## src/verilog/isa_pkg.sv

```systemverilog
`default_nettype none

package isa_pkg;

    // raw field widths
    localparam int WORD_W = 32;
    localparam int REG_W  = 5;
    localparam int IMM_W  = 16;

    // data word, also the pc
    typedef logic [WORD_W-1:0] word_t;
    // register number
    typedef logic [REG_W-1:0] reg_addr_t;
    // immediate as decoded
    typedef logic [IMM_W-1:0] imm_t;

    // entry layout, built up from bit 0
    // three single bit control flags at the bottom
    localparam int MULDIV_BIT   = 0;
    localparam int BRANCH_BIT   = 1;
    localparam int REGWRITE_BIT = 2;

    // immediate sits right above the flags
    localparam int IMM_LSB  = REGWRITE_BIT + 1;
    // second source, then first source
    localparam int RA2_LSB  = IMM_LSB + IMM_W;
    localparam int RA1_LSB  = RA2_LSB + REG_W;
    // destination register
    localparam int RDST_LSB = RA1_LSB + REG_W;
    // pc occupies the top word
    localparam int PC_LSB   = RDST_LSB + REG_W;

    // 66 bits in total
    localparam int ENTRY_W  = PC_LSB + WORD_W;

    // one queue entry, pc in the msbs
    typedef logic [ENTRY_W-1:0] entry_t;

endpackage

`default_nettype wire

```

## src/verilog/issue_pkg.sv

```systemverilog
`default_nettype none

package issue_pkg;

    // entries held by each of the two banks
    localparam int QUEUE_DEPTH = 16;

    // pointer width for one bank
    localparam int QIDX_W = $clog2(QUEUE_DEPTH);

    // head and tail pointers, wrap modulo the depth
    typedef logic [QIDX_W-1:0] qidx_t;

    // decode and issue width, slot 0 is the older one
    localparam int ISSUE_SLOTS = 2;

endpackage

`default_nettype wire

```

## src/verilog/issue_bank.sv

```systemverilog
`timescale 1ns/1ps
`default_nettype none

module issue_bank
    import isa_pkg::*, issue_pkg::*;
(
    input  wire logic   clk,
    // write side, fed from decode
    input  wire logic   we,
    input  wire qidx_t  waddr,
    input  wire logic   wsel,
    input  wire entry_t wdata [ISSUE_SLOTS],
    // read side, addressed by the head
    input  wire qidx_t  raddr,
    output entry_t      rdata
);

    // entry storage
    entry_t mem [QUEUE_DEPTH];

    // one write per cycle into this bank
    // wsel picks which decode slot lands here
    always_ff @(posedge clk) begin
        if (we) begin
            mem[waddr] <= wdata[wsel];
        end
    end

    // head entry, no read latency
    // a write shows up here in the cycle after its edge
    assign rdata = mem[raddr];

    // tail pointer must be resolved whenever decode writes this bank
    a_waddr_known: assert property (
        @(posedge clk) we |-> !$isunknown(waddr)
    ) else begin
        $error("issue_bank write with unknown address");
    end

endmodule

`default_nettype wire

```

## src/verilog/issue_pointers.sv

```systemverilog
`timescale 1ns/1ps
`default_nettype none

module issue_pointers
    import issue_pkg::*;
(
    input  wire logic clk,
    input  wire logic arst_n,
    input  wire logic dec_valid [ISSUE_SLOTS],
    input  wire logic stall,
    input  wire logic stall_dec,
    input  wire logic flush,
    input  wire logic issue_en [ISSUE_SLOTS],
    output qidx_t     head_even,
    output qidx_t     head_odd,
    output qidx_t     tail_even,
    output qidx_t     tail_odd,
    output logic      we_even,
    output logic      we_odd,
    output logic      wsel_even,
    output logic      wsel_odd,
    output logic      odd_first,
    output logic      empty_even,
    output logic      empty_odd,
    output logic      overflow
);

    logic tails_eq;
    logic advance;
    logic pop_even;
    logic pop_odd;

    // pointers count down and wrap
    function automatic qidx_t step(input qidx_t p);
        return p - qidx_t'(1);
    endfunction

    // equal tails mean the odd bank takes the older entry
    assign tails_eq = (tail_odd == tail_even);

    // equal heads mean the oldest entry sits in the odd bank
    assign odd_first = (head_odd == head_even);

    // write routing, keeps program order across the banks
    assign we_odd    = !stall && (tails_eq ? dec_valid[0] : dec_valid[1]);
    assign we_even   = !stall && (tails_eq ? dec_valid[1] : dec_valid[0]);
    assign wsel_odd  = !tails_eq;
    assign wsel_even = tails_eq;

    assign empty_even = (head_even == tail_even);
    assign empty_odd  = (head_odd == tail_odd);

    // 15 entries in either bank, one more write would look empty
    assign overflow = (step(tail_even) == head_even) || (step(tail_odd) == head_odd);

    // drain keeps issuing while decode is free even if issue is stalled
    assign advance = !stall || (overflow && !stall_dec);

    // map slot enables back onto banks
    assign pop_odd  = odd_first ? issue_en[0] : issue_en[1];
    assign pop_even = odd_first ? issue_en[1] : issue_en[0];

    always_ff @(posedge clk or negedge arst_n) begin
        if (!arst_n) begin
            tail_even <= '0;
            tail_odd  <= '0;
        end else if (flush) begin
            tail_even <= '0;
            tail_odd  <= '0;
        end else begin
            if (we_even) begin
                tail_even <= step(tail_even);
            end
            if (we_odd) begin
                tail_odd <= step(tail_odd);
            end
        end
    end

    always_ff @(posedge clk or negedge arst_n) begin
        if (!arst_n) begin
            head_even <= '0;
            head_odd  <= '0;
        end else if (flush) begin
            head_even <= '0;
            head_odd  <= '0;
        end else if (advance) begin
            if (pop_even) begin
                head_even <= step(head_even);
            end
            if (pop_odd) begin
                head_odd <= step(head_odd);
            end
        end
    end

    // upstream has to hold decode once a bank is at its limit
    a_no_write_on_overflow: assert property (
        @(posedge clk) disable iff (!arst_n || flush)
        (overflow && !stall) |-> !(we_even || we_odd)
    ) else begin
        $error("issue queue written while overflow was high");
    end

    // older bank empty means the younger one is empty too
    a_older_bank_first: assert property (
        @(posedge clk) disable iff (!arst_n)
        (odd_first ? empty_odd : empty_even) |-> (empty_even && empty_odd)
    ) else begin
        $error("younger bank holds entries behind an empty older bank");
    end

endmodule

`default_nettype wire

```

## src/verilog/issue_select.sv

```systemverilog
`timescale 1ns/1ps
`default_nettype none

module issue_select
    import isa_pkg::*, issue_pkg::*;
(
    input  wire entry_t rdata_even,
    input  wire entry_t rdata_odd,
    input  wire logic   odd_first,
    input  wire logic   empty_even,
    input  wire logic   empty_odd,
    input  wire logic   byp_ready1 [ISSUE_SLOTS],
    input  wire logic   byp_ready2 [ISSUE_SLOTS],
    output entry_t      cand [ISSUE_SLOTS],
    output logic        cand_valid [ISSUE_SLOTS],
    output logic        issue_en [ISSUE_SLOTS],
    output logic        first_branch
);

    logic      ready [ISSUE_SLOTS];
    reg_addr_t first_rdst;
    reg_addr_t second_ra1;
    reg_addr_t second_ra2;
    logic      raw_hazard;
    logic      muldiv_pair;
    logic      second_branch;

    // oldest entry first, the other bank head behind it
    always_comb begin
        cand_valid[0] = odd_first ? !empty_odd : !empty_even;
        cand_valid[1] = odd_first ? !empty_even : !empty_odd;
        cand[0] = '0;
        cand[1] = '0;
        // empty bank gives an all zero candidate
        if (cand_valid[0]) begin
            cand[0] = odd_first ? rdata_odd : rdata_even;
        end
        if (cand_valid[1]) begin
            cand[1] = odd_first ? rdata_even : rdata_odd;
        end
    end

    // both sources ready per slot
    always_comb begin
        for (int i = 0; i < ISSUE_SLOTS; i++) begin
            ready[i] = cand_valid[i] && byp_ready1[i] && byp_ready2[i];
        end
    end

    // fields used by the pairing rules
    assign first_rdst    = cand[0][RDST_LSB +: REG_W];
    assign second_ra1    = cand[1][RA1_LSB +: REG_W];
    assign second_ra2    = cand[1][RA2_LSB +: REG_W];
    assign first_branch  = cand[0][BRANCH_BIT];
    assign second_branch = cand[1][BRANCH_BIT];

    // younger reads what the older writes
    // a branch in front is exempt since its slot may read the old value
    assign raw_hazard = cand[0][REGWRITE_BIT] && !first_branch &&
                        ((first_rdst == second_ra1) || (first_rdst == second_ra2));

    // only one multiply/divide unit
    assign muldiv_pair = cand[0][MULDIV_BIT] && cand[1][MULDIV_BIT];

    // branch waits until its delay slot can go with it
    assign issue_en[0] = ready[0] && !(first_branch && !ready[1]);

    assign issue_en[1] = issue_en[0] && ready[1] && !second_branch &&
                         !muldiv_pair && !raw_hazard;

endmodule

`default_nettype wire

```

## src/verilog/issue_operands.sv

```systemverilog
`timescale 1ns/1ps
`default_nettype none

module issue_operands
    import isa_pkg::*, issue_pkg::*;
(
    input  wire entry_t cand [ISSUE_SLOTS],
    input  wire logic   issue_en [ISSUE_SLOTS],
    input  wire logic   first_branch,
    input  wire word_t  rf_rd1 [ISSUE_SLOTS],
    input  wire word_t  rf_rd2 [ISSUE_SLOTS],
    input  wire word_t  byp_data1 [ISSUE_SLOTS],
    input  wire word_t  byp_data2 [ISSUE_SLOTS],
    input  wire logic   byp_hit1 [ISSUE_SLOTS],
    input  wire logic   byp_hit2 [ISSUE_SLOTS],
    output logic        iss_valid [ISSUE_SLOTS],
    output entry_t      iss_entry [ISSUE_SLOTS],
    output word_t       iss_op1 [ISSUE_SLOTS],
    output word_t       iss_op2 [ISSUE_SLOTS],
    output logic        iss_slot
);

    // per slot output gating and operand mux
    always_comb begin
        for (int i = 0; i < ISSUE_SLOTS; i++) begin
            iss_valid[i] = issue_en[i];
            // idle slot drives zeros
            iss_entry[i] = '0;
            iss_op1[i]   = '0;
            iss_op2[i]   = '0;
            if (issue_en[i]) begin
                iss_entry[i] = cand[i];
                // forwarded value wins over the register file
                iss_op1[i] = byp_hit1[i] ? byp_data1[i] : rf_rd1[i];
                iss_op2[i] = byp_hit2[i] ? byp_data2[i] : rf_rd2[i];
            end
        end
    end

    // younger issue behind a branch is its delay slot
    assign iss_slot = issue_en[1] && first_branch;

endmodule

`default_nettype wire

```

## src/verilog/issue_stage.sv

```systemverilog
`timescale 1ns/1ps
`default_nettype none

module issue_stage
    import isa_pkg::*, issue_pkg::*;
(
    input  wire logic   clk,
    input  wire logic   arst_n,
    // decoded pair, slot 0 older
    input  wire logic   dec_valid [ISSUE_SLOTS],
    input  wire entry_t dec_entry [ISSUE_SLOTS],
    input  wire logic   stall,
    input  wire logic   stall_dec,
    input  wire logic   flush,
    // register file read ports
    output reg_addr_t   rf_ra1 [ISSUE_SLOTS],
    output reg_addr_t   rf_ra2 [ISSUE_SLOTS],
    input  wire word_t  rf_rd1 [ISSUE_SLOTS],
    input  wire word_t  rf_rd2 [ISSUE_SLOTS],
    // bypass network
    input  wire logic   byp_ready1 [ISSUE_SLOTS],
    input  wire logic   byp_ready2 [ISSUE_SLOTS],
    input  wire logic   byp_hit1 [ISSUE_SLOTS],
    input  wire logic   byp_hit2 [ISSUE_SLOTS],
    input  wire word_t  byp_data1 [ISSUE_SLOTS],
    input  wire word_t  byp_data2 [ISSUE_SLOTS],
    // issued pair
    output logic        iss_valid [ISSUE_SLOTS],
    output entry_t      iss_entry [ISSUE_SLOTS],
    output word_t       iss_op1 [ISSUE_SLOTS],
    output word_t       iss_op2 [ISSUE_SLOTS],
    output logic        iss_slot,
    output logic        overflow
);

    qidx_t  head_even;
    qidx_t  head_odd;
    qidx_t  tail_even;
    qidx_t  tail_odd;
    logic   we_even;
    logic   we_odd;
    logic   wsel_even;
    logic   wsel_odd;
    logic   odd_first;
    logic   empty_even;
    logic   empty_odd;
    entry_t rdata_even;
    entry_t rdata_odd;
    entry_t cand [ISSUE_SLOTS];
    logic   issue_en [ISSUE_SLOTS];
    logic   first_branch;

    // even bank
    issue_bank bank_even_inst (
        .clk   (clk),
        .we    (we_even),
        .waddr (tail_even),
        .wsel  (wsel_even),
        .wdata (dec_entry),
        .raddr (head_even),
        .rdata (rdata_even)
    );

    // odd bank
    issue_bank bank_odd_inst (
        .clk   (clk),
        .we    (we_odd),
        .waddr (tail_odd),
        .wsel  (wsel_odd),
        .wdata (dec_entry),
        .raddr (head_odd),
        .rdata (rdata_odd)
    );

    issue_pointers pointers_inst (
        .clk        (clk),
        .arst_n     (arst_n),
        .dec_valid  (dec_valid),
        .stall      (stall),
        .stall_dec  (stall_dec),
        .flush      (flush),
        .issue_en   (issue_en),
        .head_even  (head_even),
        .head_odd   (head_odd),
        .tail_even  (tail_even),
        .tail_odd   (tail_odd),
        .we_even    (we_even),
        .we_odd     (we_odd),
        .wsel_even  (wsel_even),
        .wsel_odd   (wsel_odd),
        .odd_first  (odd_first),
        .empty_even (empty_even),
        .empty_odd  (empty_odd),
        .overflow   (overflow)
    );

    // candidate valids stay local to select
    issue_select select_inst (
        .rdata_even   (rdata_even),
        .rdata_odd    (rdata_odd),
        .odd_first    (odd_first),
        .empty_even   (empty_even),
        .empty_odd    (empty_odd),
        .byp_ready1   (byp_ready1),
        .byp_ready2   (byp_ready2),
        .cand         (cand),
        .cand_valid   (),
        .issue_en     (issue_en),
        .first_branch (first_branch)
    );

    issue_operands operands_inst (
        .cand         (cand),
        .issue_en     (issue_en),
        .first_branch (first_branch),
        .rf_rd1       (rf_rd1),
        .rf_rd2       (rf_rd2),
        .byp_data1    (byp_data1),
        .byp_data2    (byp_data2),
        .byp_hit1     (byp_hit1),
        .byp_hit2     (byp_hit2),
        .iss_valid    (iss_valid),
        .iss_entry    (iss_entry),
        .iss_op1      (iss_op1),
        .iss_op2      (iss_op2),
        .iss_slot     (iss_slot)
    );

    // source numbers of both candidates go out to the register file
    for (genvar i = 0; i < ISSUE_SLOTS; i++) begin : g_rf_ra
        assign rf_ra1[i] = cand[i][RA1_LSB +: REG_W];
        assign rf_ra2[i] = cand[i][RA2_LSB +: REG_W];
    end

endmodule

`default_nettype wire

```

## config.mk

```make
export PLATFORM = sky130hd
export DESIGN_NAME = issue_stage
export DESIGN_NICKNAME = d
export VERILOG_FILES = /design/src/verilog/isa_pkg.sv /design/src/verilog/issue_pkg.sv /design/src/verilog/issue_bank.sv /design/src/verilog/issue_pointers.sv /design/src/verilog/issue_select.sv /design/src/verilog/issue_operands.sv /design/src/verilog/issue_stage.sv
export SDC_FILE = /design/constraint.sdc
export NUM_CORES = 2
export LEC_CHECK = 0
export BUFFER_PORTS_ARGS = -buffer_cell sky130_fd_sc_hd__buf_4
export CAP_MARGIN = 20
export CORE_MARGIN = 4
export CORE_UTILIZATION = 54
export DETAILED_ROUTE_END_ITERATION = 8
export GPL_ROUTABILITY_DRIVEN = 1
export PLACE_DENSITY_LB_ADDON = 0.25
export SYNTH_ARGS = -nofsm -noshare
export SYNTH_HDL_FRONTEND = slang
export SYNTH_SLANG_ARGS = --single-unit
```

## constraint.sdc

```tcl
create_clock -name clk -period 6.56 [get_ports clk]
set_input_delay 0.984 -clock clk [delete_from_list [all_inputs] [get_ports clk]]
set_output_delay 0.984 -clock clk [all_outputs]
set_load 0.005 [all_outputs]
```

=== After elaboration in Yosys (flattened, before gate mapping) ===
Memory sizes are Yosys's and may differ from the RTL's.
Index checks and enable logic that the tools add are counted.

* Add/subtract/negate cells: 4
* Magnitude comparators: 2
* Eq/ne operators: 8
* Mux-type cells: 40
* Bitwise operators: 2
* Reduce and logical (&&, ||, !) cells: 38

{| class="wikitable"
|+ Operators by type and width
! operator !! count
|-
| two-way mux 66 bit || 12
|-
| two-way mux 32 bit || 8
|-
| two-way mux 4 bit || 10
|-
| == test 4 bit || 6
|-
| logical AND 1 bit || 17
|-
| subtractor 4 x 1 -> 4 bit (second input constant) || 4
|-
| logical NOT 1 bit || 11
|-
| == test 5 bit || 2
|-
| two-way mux 1 bit || 10
|-
| nonzero test 2 bit || 5
|-
| >= comparator 2 bit (second input constant) || 2
|-
| NOT 1 -> 2 bit || 2
|-
| AND reduction 2 bit || 2
|-
| logical OR 1 bit || 3
|}

* Register bits: 16
* Memory bits (writable): 2,112
* Input bits: 403
* Logic and storage cells: 100
* Memories kept: 2

{| class="wikitable"
|+ Memory list
! memory !! depth !! bits a word !! read ports !! clocked after memory_dff !! write ports !! line !! RTL
|-
| bank_even_inst.mem || 16 || 66 || 1 || 0 || 1 || issue_bank.sv:19 || <nowiki>entry_t mem [QUEUE_DEPTH];</nowiki>
|-
| bank_odd_inst.mem || 16 || 66 || 1 || 0 || 1 || issue_bank.sv:19 ||
|}

=== Logic depth before layout (Yosys ltp) ===
* Word-level depth: 17
* Depth in mapped cells: 16
* Gate-level depth less buffers: 11

=== Cells and area by module ===
A second synthesis with hierarchy kept.

* Cell total of the unflattened synthesis: 4,349
* Area, all modules: 87,600.3 um2

{| class="wikitable"
|+ By module, submodules not included
! module !! times used !! cells an instance !! area an instance (um2)
|-
| issue_bank || 2 || 1,705 || 40,253.6
|-
| issue_operands || 1 || 435 || 3,357.0
|-
| issue_select || 1 || 343 || 2,336.0
|-
| issue_pointers || 1 || 161 || 1,400.1
|}

=== Worst setup path before layout ===
Ideal clock, no wire load.

* Path type: reg-to-reg
* Start: register pointers_inst.tail_odd[2]
* End: memory bank_odd_inst.mem[0][0] (netlist bit), enable pin
* Arrival: 6,407 ps
* Data required time: 5,989 ps
* Setup slack: -419 ps
* Stages on the path, launching flop included: 9
* Period minus slack after synthesis: 6,979 ps
* Path through: dfrtp_1 clkbuf_1 xnor2_1 and4_1 clkbuf_1 nand2_1 a21oi_1 nand2_1 nor3_1

* Longest elaborated chain between the ends: 5

{| class="wikitable"
|+ Ends and longest elaborated chain
! element !! line !! RTL
|-
| start, declared || issue_pointers.sv:17 || <nowiki>output qidx_t tail_odd,</nowiki>
|-
| start signal, assigned || issue_pointers.sv:75 || <nowiki>tail_odd <= step(tail_odd);</nowiki>
|-
| == test 4 bit || issue_pointers.sv:39 || <nowiki>assign tails_eq = (tail_odd == tail_even);</nowiki>
|-
| two-way mux 1 bit || issue_pointers.sv:45 || <nowiki>assign we_odd = !stall && (tails_eq ? dec_valid[0] : dec_valid[1]);</nowiki>
|-
| logical AND 1 bit || issue_pointers.sv:45 ||
|-
| two-way mux 1 bit || issue_bank.sv:24 || <nowiki>if (we) begin</nowiki>
|-
| two-way mux 1 bit (implied by the code) || issue_bank.sv:25 || <nowiki>mem[waddr] <= wdata[wsel];</nowiki>
|-
| end, declared || issue_bank.sv:19 ||
|}

Several ways; a longest one is shown, not always the timed one.

==> impl_metrics.csv <==
group,metric,value,unit
clock_tree,cts-root-buf,"clkbuf_16",
grt,grt_usage,0.2968,
status,status,"finished, final reports clean",
timing,fin_crit_sh,0.9844,
timing,finClkSkew,0.04006,ns
pwr,p_leak,34.19,nW
die,die_area,167700,sq um
die,top_level_ports,687,
grt,grt_use_met2,0.4828,
setup_path,slowest_stage,"dfrtp_4",
clock_tree,tritoncts,"built",
grt,antenna_found_initial,24,
clock_tree,clk_pin_slew,0.06,ns
routing,ant_nets,0,
pwr,pwr-share-clk,0.203,
grt,grt_use_met3,0.06747,
timing,rsz0062_at_grt,"false",
yosys,synth_area_leaders,"edfxtp_1, mux4_2, mux2i_1, nand2_1, nor2_1",
grt,top_usage_layer,"met2",
yosys,syn_nets,5189,
pwr,p_int,34.97,mW
finish,utilization,0.6340,
clock_tree,cts_made_buffers,203,
pwr,combPwrFrac,0.416,
yosys,synth_cell_types,71,
yosys,syn_area,87030,sq um
timing,tightest_slew,1.166,ns
setup_path,worstPathCellList,"buf_12 > mux4_2 > mux2_2 > o22ai_1 > o2bb2ai_2 > xnor2_1 > nor4_1 > a2bb2oi_2 > a32o_4 > buf_12 > nor2_1 > buf_4",
setup_path,cp-end-kind,"primary output",
routing,drc,0,
setup_path,path_class,"reg -> out",
pwr,total_power,56.65,mW
pwr,p_sw_frac,0.3827,
timing,hold_viol_final,0,
timing,whs,0.5305,ns
setup_path,cpLargestDelayFamily,"compound AO/OA/AOI/OAI gates",
grt,grt_pass1_wl,354.6,mm
setup_path,slowest_delay,0.65,ns
routing,via_count,49127,
timing,drv_slew,0,
clock_tree,ctsHtreeMaxLevel,4,
grt,grt_use_met1,0.4077,
setup_path,cp.required,5.58,ns
setup_path,reg2reg_slack,1.67,ns
flow_run,drv_cap,0,
timing,fin_tns_setup,0,ns
die,core-area,160400,sq um
min_path,min_path_type,"in -> reg",
timing,finalSetupViolCount,0,
setup_path,path_buf_inv,3,
yosys,synth.largest_area_cell,"edfxtp_1",
yosys,ys.flop_type,"edfxtp_1",
yosys,synth_cells,4776,
timing,slew-limit-headroom,0.2223,
grt,grt_max_degree,89,
pwr,power.switching,21.68,mW
timing,fmax,0.1549,GHz
pwr,power.share.sequential,0.381,
setup_path,cp.arrival,5.47,ns
yosys,ys_seq_area_frac,0.7333,
die,die_w,409.5,um
yosys,synthArstFlopShare,0.007519,
routing,wl_per_cell,31.96,um
clock_tree,clk_path_buf_depth,3,
yosys,syn_area_per_cell,18.22,sq um
yosys,yosys_warnings,0,
clock_tree,clk_latency,0.82,ns
placed_design,port-buffer-count,685,
finish,fin_nets,5914,
placed_design,hpwlAfterDp,156.7,mm
routing,first_iter_violations,5968,
setup_path,crit_top_cell,"buf_12",
placed_design,place_congestion,1.021,
routing,drtPass1Iterations,6,
die,core.rowCount,147,
yosys,synth_top_area_frac,0.7287,
clock_tree,cts_num_sinks,2128,
setup_path,start_kind,"register",
routing,vias_per_cell,6.263,
grt,grt_overflow_total,0,
finish,layout-drive-gt1-share,0.2906,
grt,grt_pass1_vias,48182,
yosys,ys_seq_elements,2128,
timing,period_needed,6.457,ns
finish,area_growth,16.84,%
die,die_h,409.5,um
yosys,synth-edff-count,2112,
routing,routed_wl,250.7,mm
pwr,power.density,557.1,nW/um^2
setup_path,critPathMaxFanout,88,
die,initial_core_util,0.5426,
pwr,ir_drop,0.0007168,V
## power groups by stage
stage	Clock [mW]	Sequential [mW]	Combinational, mW
floorplan	0	21.5	14.2
global placement	0	21.9	22.9
detailed placement	0	21.9	23.3
CTS	11.6	21.6	23.5
global route	12.2	21.7	25.2
finish	11.5	21.6	23.6
## metrics by stage
step,cells,instance area (sq um),worst slack (ns)
final,7844,101700,0.1026
after global routing,7833,101700,0.0003815
after CTS,7830,101600,0.0001705
after detailed placement,7450,95000,0.7775
after global placement,7449,94990,0.8706
after floorplan,4776,87040,-0.3962
## worst reg2reg max path, delay by kind of cell (launching register included)
family	cells	cell delay (ns)
multiplexers	3	1.06
flip-flops	1	0.65
AO/OA/AOI/OAI	5	1.72
AND/OR/NAND/NOR	1	0.28
buffers and inverters	2	0.86
XOR/XNOR	1	0.21
## what timing repair did
item	4_1_cts	5_1_grt
endpoints found under the setup margin	90	86
pin swaps	0	1
buffers inserted	3	2
resized for setup	2	4
hold buffers	1	0
endpoints found under the hold margin	16	0
## routing by layer
| layer | up-vias | routed length [um] |
|---|---|---|
| met5 | - | 104 |
| met4 | 16 | 7500 |
| met3 | 420 | 24720 |
| met2 | 2638 | 123500 |
| met1 | 25505 | 94890 |
| li1 | 20548 | - |
## registers in the layout, indices dropped and copies added (netlist names)
signal and count:
pointers_inst.head_even 4, pointers_inst.tail_odd 4, pointers_inst.tail_even 4, pointers_inst.head_odd 4, bank_odd_inst.mem 1056, bank_even_inst.mem 1056
## cells by family after synthesis
kind of cell / after synthesis / share of synthesized area
AO/OA/AOI/OAI: 382 / 0.03187
XOR/XNOR: 32 / 0.003220
adder cells (fa/ha/maj): 10 / 0.001438
buffers and inverters: 321 / 0.01612
flip-flops: 2128 / 0.7333
multiplexers: 857 / 0.1655
other: 1 / 0.00004309
AND/OR/NAND/NOR: 1045 / 0.04848
## cells in the mapped netlist, types with 25 or more instances
library cell  instances
buf_1                61
clkbuf_1            187
nand2_1             592
a21oi_1              74
a221oi_1            112
buf_2                31
o21ai_0              61
edfxtp_1           2112
mux2i_1             379
and2_1               25
nor2_1              309
a22oi_1              67
mux4_2              464
nor3_1               65
## placed cells by master (no fill, tap or decap), types with 11 or more instances in the layout
master / count
a21oi_1: 73
a221oi_1: 112
a22oi_1: 67
and2_4: 16
buf_12: 22
buf_4: 793
bufinv_16: 17
clkbuf_1: 35
clkbuf_16: 203
clkinv_1: 55
clkinv_2: 33
diode_2: 12
edfxtp_1: 2112
inv_1: 15
mux2i_1: 379
mux4_2: 464
nand2_1: 592
nor2_1: 295
nor2_4: 13
nor2b_1: 15
nor3_1: 61
o21ai_0: 61
xnor2_1: 21
xor2_1: 11
## area by class of cell
cell class	count	area (sq um)
multi-input combinational	2327	22020
inverter	20	80.08
clock buffer	240	5239
clock inverter	136	1311
timing repair buffer	821	6464
antenna	12	30.03
tap	2160	2703
sequential	2128	63850
fill	11148	58690
## worst paths after layout
check / start / to / cells past startpoint
worst min-delay path: flush / pointers_inst.tail_odd[0] / 2
min in group asynchronous: arst_n / pointers_inst.tail_odd[0] / 2
worst max register to register: pointers_inst.head_even[1] / pointers_inst.head_odd[2] / 12
max in group asynchronous: arst_n / pointers_inst.head_even[3] / 2
worst min register to register: pointers_inst.tail_even[2] / pointers_inst.tail_even[2] / 2
worst max-delay path: pointers_inst.head_even[1] / iss_op1[1] / 12
Note: power is estimated with default switching activity, not from simulation.
